### config.mk
export PLATFORM = sky130hd
export DESIGN_NAME = blink_analyzer_top
export DESIGN_NICKNAME = d
export VERILOG_FILES = /design/src/blink_scan_pkg.sv /design/src/blink_analyzer_top.sv /design/src/result_sequencer.sv /design/src/blink_period_classifier.sv /design/src/spot_window_detector.sv /design/src/line_pixel_timing.sv
export SDC_FILE = /design/constraint.sdc
export NUM_CORES = 1
export LEC_CHECK = 0
export ABC_AREA = 0
export BUFFER_PORTS_ARGS = -buffer_cell sky130_fd_sc_hd__buf_4
export CORE_MARGIN = 2
export CORE_UTILIZATION = 60
export CTS_BUF_LIST = sky130_fd_sc_hd__clkbuf_8
export CTS_CLUSTER_DIAMETER = 40
export CTS_CLUSTER_SIZE = 14
export DETAILED_ROUTE_END_ITERATION = 10
export PLACE_DENSITY = 0.77
export REMOVE_ABC_BUFFERS = 1
export SLEW_MARGIN = 20
export SYNTH_ARGS = -nofsm -noshare
export SYNTH_HDL_FRONTEND = slang
export SYNTH_SLANG_ARGS = --single-unit
### constraint.sdc
create_clock -name pixel_clock -period 5.8 [get_ports pixel_clock]
set_input_delay 0.87 -clock pixel_clock [delete_from_list [all_inputs] [get_ports pixel_clock]]
set_output_delay 0.87 -clock pixel_clock [all_outputs]
set_load 0.02 [all_outputs]
### src/blink_scan_pkg.sv
package blink_scan_pkg;

    // one sensor sample
    typedef logic [7:0] pixel_t;

    // position within a line
    typedef logic [10:0] pixel_index_t;

    // blink period in lines, saturates at all ones
    typedef logic [15:0] line_count_t;

    // one accumulated value
    typedef logic [31:0] result_t;

    ////////////////////
    // readout
    ////////////////////

    // three spots, time0 + time1 + unknown each
    localparam int RESULT_COUNT = 9;

    typedef logic [3:0] result_index_t;

endpackage
### src/blink_analyzer_top.sv
module blink_analyzer_top
    import blink_scan_pkg::*;
#(
    parameter int LINE_LENGTH    = 1040,
    parameter int POINT0_START   = 18,
    parameter int POINT0_STOP    = 50,
    parameter int POINT1_START   = 272,
    parameter int POINT1_STOP    = 304,
    parameter int POINT2_START   = 784,
    parameter int POINT2_STOP    = 816,
    parameter int THRESHOLD      = 96,
    parameter int POINT0_PERIOD0 = 4,
    parameter int POINT0_PERIOD1 = 8,
    parameter int POINT1_PERIOD0 = 12,
    parameter int POINT1_PERIOD1 = 16,
    parameter int POINT2_PERIOD0 = 20,
    parameter int POINT2_PERIOD1 = 24,
    parameter int DEVIATION      = 1
)
(
    input  logic          pixel_clock,
    input  logic          rst,
    input  logic          start,
    input  logic          stop,
    input  pixel_t        pixel,
    output result_t       result,
    output result_index_t result_index,
    output logic          result_valid,
    output logic          done
);

    pixel_t       pixel_out;
    logic         pixel_valid;
    pixel_index_t pixel_index;
    logic         line_start;

    logic    spot0_sample, spot1_sample, spot2_sample;
    logic    spot0_strobe, spot1_strobe, spot2_strobe;
    result_t p0_time0, p0_time1, p0_unknown;
    result_t p1_time0, p1_time1, p1_unknown;
    result_t p2_time0, p2_time1, p2_unknown;

    ////////////////////
    // input side
    ////////////////////

    line_pixel_timing #(.LINE_LENGTH(LINE_LENGTH)) timing (
        .pixel_clock(pixel_clock), .rst(rst), .start(start), .stop(stop), .pixel(pixel),
        .pixel_out(pixel_out), .pixel_valid(pixel_valid), .pixel_index(pixel_index),
        .line_start(line_start)
    );

    ////////////////////
    // spot windows
    ////////////////////

    spot_window_detector #(.START(POINT0_START), .STOP(POINT0_STOP), .THRESHOLD(THRESHOLD))
    spot0 (
        .pixel_clock(pixel_clock), .rst(rst), .line_start(line_start), .pixel_out(pixel_out),
        .pixel_valid(pixel_valid), .pixel_index(pixel_index),
        .sample(spot0_sample), .sample_strobe(spot0_strobe)
    );

    spot_window_detector #(.START(POINT1_START), .STOP(POINT1_STOP), .THRESHOLD(THRESHOLD))
    spot1 (
        .pixel_clock(pixel_clock), .rst(rst), .line_start(line_start), .pixel_out(pixel_out),
        .pixel_valid(pixel_valid), .pixel_index(pixel_index),
        .sample(spot1_sample), .sample_strobe(spot1_strobe)
    );

    spot_window_detector #(.START(POINT2_START), .STOP(POINT2_STOP), .THRESHOLD(THRESHOLD))
    spot2 (
        .pixel_clock(pixel_clock), .rst(rst), .line_start(line_start), .pixel_out(pixel_out),
        .pixel_valid(pixel_valid), .pixel_index(pixel_index),
        .sample(spot2_sample), .sample_strobe(spot2_strobe)
    );

    ////////////////////
    // blink classifiers
    ////////////////////

    blink_period_classifier #(
        .PERIOD0(POINT0_PERIOD0), .PERIOD1(POINT0_PERIOD1), .DEVIATION(DEVIATION)
    ) classifier0 (
        .pixel_clock(pixel_clock), .rst(rst), .line_start(line_start),
        .sample(spot0_sample), .sample_strobe(spot0_strobe),
        .time0(p0_time0), .time1(p0_time1), .unknown(p0_unknown)
    );

    blink_period_classifier #(
        .PERIOD0(POINT1_PERIOD0), .PERIOD1(POINT1_PERIOD1), .DEVIATION(DEVIATION)
    ) classifier1 (
        .pixel_clock(pixel_clock), .rst(rst), .line_start(line_start),
        .sample(spot1_sample), .sample_strobe(spot1_strobe),
        .time0(p1_time0), .time1(p1_time1), .unknown(p1_unknown)
    );

    blink_period_classifier #(
        .PERIOD0(POINT2_PERIOD0), .PERIOD1(POINT2_PERIOD1), .DEVIATION(DEVIATION)
    ) classifier2 (
        .pixel_clock(pixel_clock), .rst(rst), .line_start(line_start),
        .sample(spot2_sample), .sample_strobe(spot2_strobe),
        .time0(p2_time0), .time1(p2_time1), .unknown(p2_unknown)
    );

    // readout after stop
    result_sequencer readout (
        .pixel_clock(pixel_clock), .rst(rst), .stop(stop),
        .p0_time0(p0_time0), .p0_time1(p0_time1), .p1_time0(p1_time0),
        .p1_time1(p1_time1), .p2_time0(p2_time0), .p2_time1(p2_time1),
        .p0_unknown(p0_unknown), .p1_unknown(p1_unknown), .p2_unknown(p2_unknown),
        .result(result), .result_index(result_index), .result_valid(result_valid),
        .done(done)
    );

endmodule

### src/result_sequencer.sv
module result_sequencer
    import blink_scan_pkg::*;
(
    input  logic          pixel_clock,
    input  logic          rst,
    input  logic          stop,
    input  result_t       p0_time0,
    input  result_t       p0_time1,
    input  result_t       p1_time0,
    input  result_t       p1_time1,
    input  result_t       p2_time0,
    input  result_t       p2_time1,
    input  result_t       p0_unknown,
    input  result_t       p1_unknown,
    input  result_t       p2_unknown,
    output result_t       result,
    output result_index_t result_index,
    output logic          result_valid,
    output logic          done
);

    // let the last line strobe reach the accumulators
    localparam logic [3:0] FIRST_STEP = 4'd3;
    localparam logic [3:0] DONE_STEP  = 4'(3 + RESULT_COUNT);

    logic       busy;
    logic [3:0] step;

    assign result_valid = busy && (step >= FIRST_STEP) && (step < DONE_STEP);
    assign done         = busy && (step == DONE_STEP);
    assign result_index = result_index_t'(step - FIRST_STEP);

    ////////////////////
    // step counter
    ////////////////////

    always_ff @(posedge pixel_clock)
    begin
        if (rst)
        begin
            busy <= 1'b0;
            step <= '0;
        end
        else if (!busy)
        begin
            if (stop)
            begin
                busy <= 1'b1;
                step <= 4'd1;
            end
        end
        else if (step == DONE_STEP)
        begin
            busy <= 1'b0;
            step <= '0;
        end
        else
        begin
            step <= step + 1'b1;
        end
    end

    // periods first, then the unknowns
    always_comb
    begin
        case (result_index)
            4'd0:    result = p0_time0;
            4'd1:    result = p0_time1;
            4'd2:    result = p1_time0;
            4'd3:    result = p1_time1;
            4'd4:    result = p2_time0;
            4'd5:    result = p2_time1;
            4'd6:    result = p0_unknown;
            4'd7:    result = p1_unknown;
            4'd8:    result = p2_unknown;
            default: result = '0;
        endcase
    end

endmodule

### src/blink_period_classifier.sv
module blink_period_classifier
    import blink_scan_pkg::*;
#(
    parameter int PERIOD0   = 4,
    parameter int PERIOD1   = 8,
    parameter int DEVIATION = 1
)
(
    input  logic    pixel_clock,
    input  logic    rst,
    input  logic    line_start,
    input  logic    sample,
    input  logic    sample_strobe,
    output result_t time0,
    output result_t time1,
    output result_t unknown
);

    logic        prev_sample;
    logic        armed;
    logic        rising;
    line_count_t line_count;
    result_t     period;

    // true when a period is within DEVIATION of a nominal value
    function automatic logic near(input line_count_t measured, input int nominal);
        int diff;
        diff = int'(measured) - nominal;
        return (diff >= -DEVIATION) && (diff <= DEVIATION);
    endfunction

    assign rising = sample_strobe & sample & ~prev_sample;
    assign period = result_t'(line_count);

    ////////////////////
    // edge and period
    ////////////////////

    always_ff @(posedge pixel_clock)
    begin
        if (rst || line_start)
        begin
            prev_sample <= 1'b0;
            armed       <= 1'b0;
            line_count  <= '0;
        end
        else if (sample_strobe)
        begin
            prev_sample <= sample;
            if (rising)
            begin
                // edge strobe itself is the first line of the next period
                armed      <= 1'b1;
                line_count <= line_count_t'(1);
            end
            else if (line_count != '1)
            begin
                line_count <= line_count + 1'b1;
            end
        end
    end

    ////////////////////
    // accumulators
    ////////////////////

    always_ff @(posedge pixel_clock)
    begin
        if (rst || line_start)
        begin
            time0   <= '0;
            time1   <= '0;
            unknown <= '0;
        end
        else if (rising && armed)
        begin
            // first match wins
            if (near(line_count, PERIOD0))
                time0 <= time0 + period;
            else if (near(line_count, PERIOD1))
                time1 <= time1 + period;
            else
                unknown <= unknown + period;
        end
    end

endmodule

### src/spot_window_detector.sv
module spot_window_detector
    import blink_scan_pkg::*;
#(
    parameter int START     = 18,
    parameter int STOP      = 50,
    parameter int THRESHOLD = 96
)
(
    input  logic         pixel_clock,
    input  logic         rst,
    input  logic         line_start,
    input  pixel_t       pixel_out,
    input  logic         pixel_valid,
    input  pixel_index_t pixel_index,
    output logic         sample,
    output logic         sample_strobe
);

    localparam pixel_index_t FIRST_INDEX = pixel_index_t'(START);
    localparam pixel_index_t STOP_INDEX  = pixel_index_t'(STOP);
    localparam pixel_t       LEVEL       = pixel_t'(THRESHOLD);

    pixel_t max_value;
    pixel_t min_value;
    pixel_t delta;
    pixel_t midpoint;
    logic   in_window;
    logic   at_stop;

    assign in_window = pixel_valid && (pixel_index >= FIRST_INDEX) && (pixel_index < STOP_INDEX);
    assign at_stop   = pixel_valid && (pixel_index == STOP_INDEX);

    // midpoint of the extremes, not the mean
    assign delta    = max_value - min_value;
    assign midpoint = min_value + (delta >> 1);

    ////////////////////
    // window extremes
    ////////////////////

    always_ff @(posedge pixel_clock)
    begin
        if (rst || line_start || at_stop)
        begin
            max_value <= '0;
            min_value <= '1;
        end
        else if (in_window)
        begin
            if (pixel_out > max_value)
                max_value <= pixel_out;
            if (pixel_out < min_value)
                min_value <= pixel_out;
        end
    end

    // one decision per line
    always_ff @(posedge pixel_clock)
    begin
        if (rst)
        begin
            sample_strobe <= 1'b0;
        end
        else
        begin
            sample_strobe <= at_stop;
        end
    end

    always_ff @(posedge pixel_clock)
    begin
        if (at_stop)
        begin
            sample <= (midpoint > LEVEL);
        end
    end

endmodule

### src/line_pixel_timing.sv
module line_pixel_timing
    import blink_scan_pkg::*;
#(
    parameter int LINE_LENGTH = 1040
)
(
    input  logic         pixel_clock,
    input  logic         rst,
    input  logic         start,
    input  logic         stop,
    input  pixel_t       pixel,
    output pixel_t       pixel_out,
    output logic         pixel_valid,
    output pixel_index_t pixel_index,
    output logic         line_start
);

    localparam pixel_index_t LAST_INDEX = pixel_index_t'(LINE_LENGTH - 1);

    logic         acquiring;
    logic         take;
    pixel_index_t next_index;

    // start only counts while idle, stop wins
    assign line_start = start & ~acquiring & ~stop;
    assign take       = acquiring & ~stop;

    ////////////////////
    // acquisition flag
    ////////////////////

    always_ff @(posedge pixel_clock)
    begin
        if (rst)
        begin
            acquiring <= 1'b0;
        end
        else if (stop)
        begin
            acquiring <= 1'b0;
        end
        else if (line_start)
        begin
            acquiring <= 1'b1;
        end
    end

    ////////////////////
    // pixel register and index
    ////////////////////

    always_ff @(posedge pixel_clock)
    begin
        if (rst)
        begin
            pixel_valid <= 1'b0;
            next_index  <= '0;
        end
        else
        begin
            pixel_valid <= take;
            if (line_start)
            begin
                next_index <= '0;
            end
            else if (take)
            begin
                // wrap at end of line
                if (next_index == LAST_INDEX)
                    next_index <= '0;
                else
                    next_index <= next_index + 1'b1;
            end
        end
    end

    always_ff @(posedge pixel_clock)
    begin
        pixel_out   <= pixel;
        pixel_index <= next_index;
    end

endmodule

==> results of run 1 <==
## sequential cells by signal, indices dropped and copies added, names as in the netlist, 11 cells and up
register,cells
classifier2.time1,32
classifier1.time1,32
classifier1.unknown,32
classifier0.time1,32
classifier2.time0,32
classifier2.unknown,32
timing.next_index,11
timing.pixel_index,11
classifier0.time0,32
classifier1.line_count,16
classifier0.unknown,32
classifier1.time0,32
classifier0.line_count,16
classifier2.line_count,16
## path summary, 6_finish.rpt
| path | startpoint | end | slack [ns] | depth (start not counted) |
|---|---|---|---|---|
| worst min register to register | timing.next_index[10] | timing.pixel_index[10] | 0.39 | 0 |
| worst max register to register | classifier2.line_count[3] | classifier2.unknown[31] | 1.72 | 9 |
| worst min-delay path | pixel[4] | timing.pixel_out[4] | 0.28 | 1 |
| worst max-delay path | readout.step[0] | result[7] | 1.02 | 11 |
## placed cells by master (no fill, tap or decap), drive strengths merged, types with 32 or more instances in the layout
master  instances
dfxtp         430
nor2          383
nand2         317
a21oi         298
ha            251
xnor2         176
inv           169
o21ai         127
nand3         111
xor2           87
clkbuf         83
buf            76
nor3           72
mux2i          71
a21o           64
a22oi          56
a211oi         54
or3            49
nand2b         46
nand4          45
and3           44
o31ai          44
o21a           42
or4            39
and2           38
a221oi         36
a222oi         32
## stage by stage
stage / cells / util, %
final: 4250 / 66.0
after detailed placement: 4117 / 62.5
after global routing: 4250 / 66.0
after floorplan: 3426 / -
after CTS: 4250 / 66.0
after global placement: 4117 / 62.5
## cell usage after synthesis, drive strengths merged, types with 44 or more instances
cell / count / area share, %
ha: 251 / 11
and3: 44 / 0.95
a211oi: 54 / 1.4
nand2: 317 / 4.1
nand3: 111 / 2.0
xor2: 87 / 2.6
xnor2: 176 / 5.3
mux2i: 71 / 2.5
nor2: 383 / 5.0
dfxtp: 430 / 30
inv: 149 / 1.9
or3: 49 / 1.1
o21ai: 127 / 2.2
nor3: 72 / 1.2
a22oi: 56 / 1.5
a21o: 64 / 1.7
o31ai: 44 / 1.1
a21oi: 298 / 5.1
nand4: 45 / 0.97
nand2b: 46 / 0.99
clkbuf: 135 / 1.7
## kinds of logic after synthesis
family / count (synthesis)
buffers and inverters: 295
adders and majority gates: 266
AOI/OAI and AO/OA: 937
xor gates and xnor gates: 263
and+or+nand+nor: 1307
muxes: 71
DFF: 433
## area by class of cell
cell class	instances	area [um^2]	area share [%]
Multi-Input combinational cell	2844	19200	61.0
Sequential cell	433	8700	27.6
Clock buffer	83	1140	3.62
Tap cell	615	769	2.44
Timing Repair Buffer	76	596	1.89
Inverter	149	559	1.77
Clock inverter	50	542	1.72
## metal layers
metal | routed length (um) | share of wire [%] | GRT usage [%]
met1 | 35900 | 41 | 43.5
met3 | 7490 | 8.5 | 6.70
met5 | 0 | 0 | 0
met4 | 3620 | 4.1 | 14.5
met2 | 40900 | 46 | 57.4
## worst register-to-register path: cells and delay by family (launching register included)
family                     cells  cell delay [ns]
xor gates and xnor gates       1             0.19
adders and majority gates      1             0.40
and+or+nand+nor                4             2.34
DFF                            1             0.49
AOI/OAI and AO/OA              3             0.58
## power by group through the flow
| stage | registers (mW) | logic, mW | clock network, mW |
|---|---|---|---|
| floorplan | 3.06 | 0.0874 | 0 |
| global placement | 3.06 | 0.142 | 0 |
| detailed placement | 3.06 | 0.147 | 0 |
| CTS | 2.99 | 0.147 | 3.23 |
| global route | 2.99 | 0.162 | 3.35 |
| finish | 2.99 | 0.149 | 3.21 |
==> reports/metrics.yaml, run 1 <==
power_and_ir_drop:
  p_leak_nw: 12.7
  ir_worst_vdd_mv: 0.216
  p_total_mw: 6.35
  switching_share_pct: 25.7
  p_per_area_nw_per_um2: 201
  pwr-share-comb_pct: 2.4
  p_seq_share_pct: 47.1
  p_int_mw: 4.72
  clockPowerShare_pct: 50.5
  power.switching_mw: 1.63
cts:
  clkLatencyLatePin_ns: 0.68
  cts_inserted_buffers: 74
  h-tree-depth: 3
  cts.clk_slew.worst_paths_ns: 0.08
  cts_sinks: 433
  cts_setup_buffers: 0
  cts_hold_buf: 0
  cts_root_buffer: "clkbuf_8"
  cts_repair_resize_count: 0
  cts_tree: "yes"
  clockBufferDepth: 3
yosys:
  synthAdderAreaFrac_pct: 11.9
  synth-simple-area-share_pct: 22.3
  synth_top_family_by_area: "simple AND/OR/NAND/NOR gates"
  synthArstFlopShare_pct: 0
  avgSynthCellArea_um2: 8.11
  ys_types: 81
  yosysSeqAreaShare_pct: 30.0
  synth_compound_area_share_pct: 21.5
  yosysWarnings: 0
  synth_edf_count: 3
  synth-xor-area-share_pct: 7.95
  synth_area_um2: 29000
  synthFlopType: "dfxtp_1"
  synth.mux.area_fraction_pct: 2.45
  synthCells: 3572
  ys_ff_latch: 433
global_route:
  grt_use_total_pct: 34.4
  grt_max_degree: 126
  gr-total-overflow: 0
  grt_pass1_wl_mm: 138
  first_global_vias: 26345
  grt_antenna_before_repair: 0
die:
  core_um2: 47700
  die-area_um2: 50100
  die_height_um: 224
  initial_core_util_pct: 60.7
  ios: 50
  die_w_um: 224
  core.rowCount: 80
sta:
  rsz0062_at_grt: "no"
  tightest_slew_ns: 1.21
  drv_slew: 0
  clock_skew_ns: 0.0265
  fin_crit_sh_pct: 82.4
  finalSetupViolCount: 0
  fmax_mhz: 209
  relSlewSlack_pct: 19.1
  finalSetupTns_ns: 0
  postLayoutSetupSlackWorst_ns: 1.02
  whs_ns: 0.279
  finalHoldViolCount: 0
  fin_crit_ns: 4.78
placed_design:
  port_buffers: 49
  place.gp.congestion: 0.979
  dp_hpwl_mm: 63.7
  detailedPlace.worstSlack_ns: 1.86
  placed_area_um2: 29800
setup_path:
  cpPeakStageDelay_ns: 0.56
  crit_arrival_ns: 3.91
  required_ns: 4.93
  path_max_fanout: 24
  path_cells: "ha_1 > xor2_1 > inv_1 > nor2_1 > and2_1 > buf_4 > a22oi_1 > nand2_1 > a221oi_1 > a21oi_1 > buf_4"
  crit_top_cell: "buf_4"
  critPathLaunchType: "flip-flop"
  cp-end-kind: "primary output"
  crit_buf_inv: 3
  path_class: "flip-flop to primary output"
  critPathTopFamily: "simple AND/OR/NAND/NOR gates"
  crit_slowest_cell: "and2_1"
finish:
  diodes: 0
  syn_to_final_growth_pct: 8.80
  nNetsFinal: 3856
  final_area_um2: 31500
  drive_above_1_share_pct: 7.18
  fillers: 3987
hold_path:
  hold_class: "input pin to flip-flop"
detailed_routing:
  ant_nets: 0
  dr.first_iter.drc_count: 2977
  drt_wl_total_mm: 87.9
  wl_per_cell_um: 20.7
  drt_pass1_iterations: 8
  drc: 0
  via_count: 27409
  avgViaCountPerCell: 6.45
flow_run:
  max_cap_viol_count: 0
outcome:
  status: "complete, no violations"
No activity file was read; power rests on OpenSTA's default activity.
==> inputs of run 2 (changes only) <==
==> constraint.sdc (replaced) <==
create_clock -name pixel_clock -period 4.45 [get_ports pixel_clock]
set_input_delay 0.6675 -clock pixel_clock [delete_from_list [all_inputs] [get_ports pixel_clock]]
set_output_delay 0.6675 -clock pixel_clock [all_outputs]
set_load 0.02 [all_outputs]
==> run 2 against run 1 <==
Effect of this change:
- via count grew 0.51%
- critical path depth shrank 4
- largest power group unchanged
- die area is the same
- clock power grew 30%
- sequential cell count is the same
- clock skew grew 0.022 ns
- power grew 30%
- sequential share of layout area shrank 0.29 points
==> reports/metrics.yaml, run 2 (synthesized netlist as in run 1, its figures left out) <==
hold_path:
  hp-start: "pixel[0]"
  holdPathStages: 1
  hold_end: "timing.pixel_out[0]"
  hold_class: "input pin to flip-flop"
global_route:
  gr-total-overflow: 0
  grt_max_degree: 73
  grt_use_total_pct: 34.6
  grt_antenna_before_repair: 1
  grt_pass1_wl_mm: 139
  first_global_vias: 26341
setup_path:
  rr_endpoint: "classifier0.time0[31]"
  path_max_fanout: 21
  cp-end-kind: "primary output"
  path_cells: "ha_1 > xor2_1 > and3_1 > buf_4 > a22oi_1 > a31oi_1 > buf_4"
  crit_arrival_ns: 3.66
  crit_slowest_cell: "and3_1"
  cpPeakStageDelay_ns: 0.73
  required_ns: 3.78
  rr_worst_depth: 10
  path_class: "flip-flop to primary output"
  critPathLaunchType: "flip-flop"
  r2r-start: "classifier0.line_count[3]"
  rrSetupSlack_ns: 0.64
  crit_top_cell: "buf_4"
sta:
  finalSetupViolCount: 0
  fin_crit_sh_pct: 97.2
  fmax_mhz: 231
  clock_skew_ns: 0.0488
  finalHoldViolCount: 0
  relSlewSlack_pct: 28.9
  whs_ns: 0.0869
  fin_crit_ns: 4.32
  drv_slew: 0
  tightest_slew_ns: 1.06
  rsz0062_at_grt: "no"
cts:
  cts_sinks: 433
  cts_repair_resize_count: 0
  cts_setup_buffers: 0
  cts.clk_slew.worst_paths_ns: 0.08
  cts_hold_buf: 0
  clkLatencyLatePin_ns: 0.69
  h-tree-depth: 3
  clockBufferDepth: 3
  cts_root_buffer: "clkbuf_8"
  cts_inserted_buffers: 79
  cts_tree: "yes"
placed_design:
  place_inst: 4154
  port_buffers: 49
  place.gp.congestion: 0.987
  dp_hpwl_mm: 66.0
power_and_ir_drop:
  power.switching_mw: 2.20
  ir_worst_vdd_mv: 0.232
  p_leak_nw: 12.9
  p_int_mw: 6.06
  pwr-share-comb_pct: 2.5
  switching_share_pct: 26.6
  p_per_area_nw_per_um2: 259
  clockPowerShare_pct: 50.3
  p_seq_share_pct: 47.2
finish:
  syn_to_final_growth_pct: 9.97
  multiInputGateArea_um2: 19200
  seq_area_um2: 8700
  nNetsFinal: 3898
  drive_above_1_share_pct: 8.46
  final_common_cell: "dfxtp_1"
  final_cell_mix: "dfxtp_1, nor2_1, nand2_1"
  fillers: 3949
  final_cells: 4302
detailed_routing:
  avgViaCountPerCell: 6.40
  ant_nets: 0
  dr.first_iter.drc_count: 2813
  drt_wl_total_mm: 87.7
  drc: 0
  wl_per_cell_um: 20.4
  drt_pass1_iterations: 9
  via_count: 27548
die:
  die-area_um2: 50100
  core_um2: 47700
  ios: 50
  die_height_um: 224
  die_w_um: 224
  core.rowCount: 80
  initial_core_util_pct: 60.7
flow_run:
  max_cap_viol_count: 0
outcome:
  status: "complete, no violations"
## run 2: changes by cell type in the layout (fill, tap and decap cells not counted), moves of 3 or more
cell / before / now
clkbuf_8: 83 / 88
bufinv_16: 7 / 3
and2_2: 0 / 4
and2_1: 37 / 33
buf_4: 74 / 110
clkinv_4: 7 / 16
clkinv_2: 6 / 9
## run 2: cell type report
class	instances	share of cell area (%)
multi-input cells	2844	60.3
flip-flops and latches	433	27.3
clock buffers	88	3.80
repair buffers	113	2.78
well taps	615	2.41
inverters	149	1.76
clock inverters	59	1.66
diodes	1	0.00785
## run 2: how the worst max path moves through the flow
| stage | end | startpoint | slack (ns) | cells after the start |
|---|---|---|---|---|
| finish | result[16] | readout.step[0] | 0.13 | 7 |
| CTS | result[25] | readout.step[0] | 0.04 | 10 |
| global placement | classifier0.time0[31] | classifier0.line_count[3] | 0.79 | 10 |
| detailed placement | classifier0.time0[31] | classifier0.line_count[3] | 0.67 | 10 |
| floorplan | spot0.min_value[0] | stop | -1.65 | 4 |
| global route | result[19] | readout.step[0] | 0.01 | 10 |
## run 2: worst max-delay path: cells and delay by family (launching register included)
kind                       cells  cell delay [ns]
AOI/OAI and AO/OA              2             0.58
xor gates and xnor gates       1             0.24
adders and majority gates      1             0.29
buffers and inverters          2             0.65
DFF                            1             0.50
and+or+nand+nor                1             0.73
## run 2: power groups by stage
stage,logic (mW),registers (mW),clock network [mW]
2_1_floorplan,0.114,3.99,0
3_3_place_gp,0.194,3.99,0
3_5_place_dp,0.201,3.99,0
4_1_cts,0.203,3.90,4.20
5_1_grt,0.223,3.90,4.38
6_report,0.205,3.90,4.16
## run 2: stage by stage
stage	setup WS (ns)	cell area, um^2	TNS [ns]	power, mW	utilization, %
final	0.127	31900	0	8.26	66.7
after detailed placement	0.672	30100	0	4.19	63.1
after floorplan	-1.65	28400	-267.09	4.10	-
after global placement	0.789	30100	0	4.18	63.1
after global routing	0.0137	31900	0	8.51	66.7
after CTS	0.0357	31900	0	8.30	66.7
## run 2: layer usage
| layer | up-vias | global-route usage (%) | wire length, um |
|---|---|---|---|
| met4 | 0 | 16.2 | 4180 |
| met1 | 13017 | 44.5 | 36300 |
| li1 | 13123 | - | - |
| met3 | 243 | 6.01 | 7410 |
| met5 | - | 0 | 0 |
| met2 | 1165 | 56.8 | 39800 |
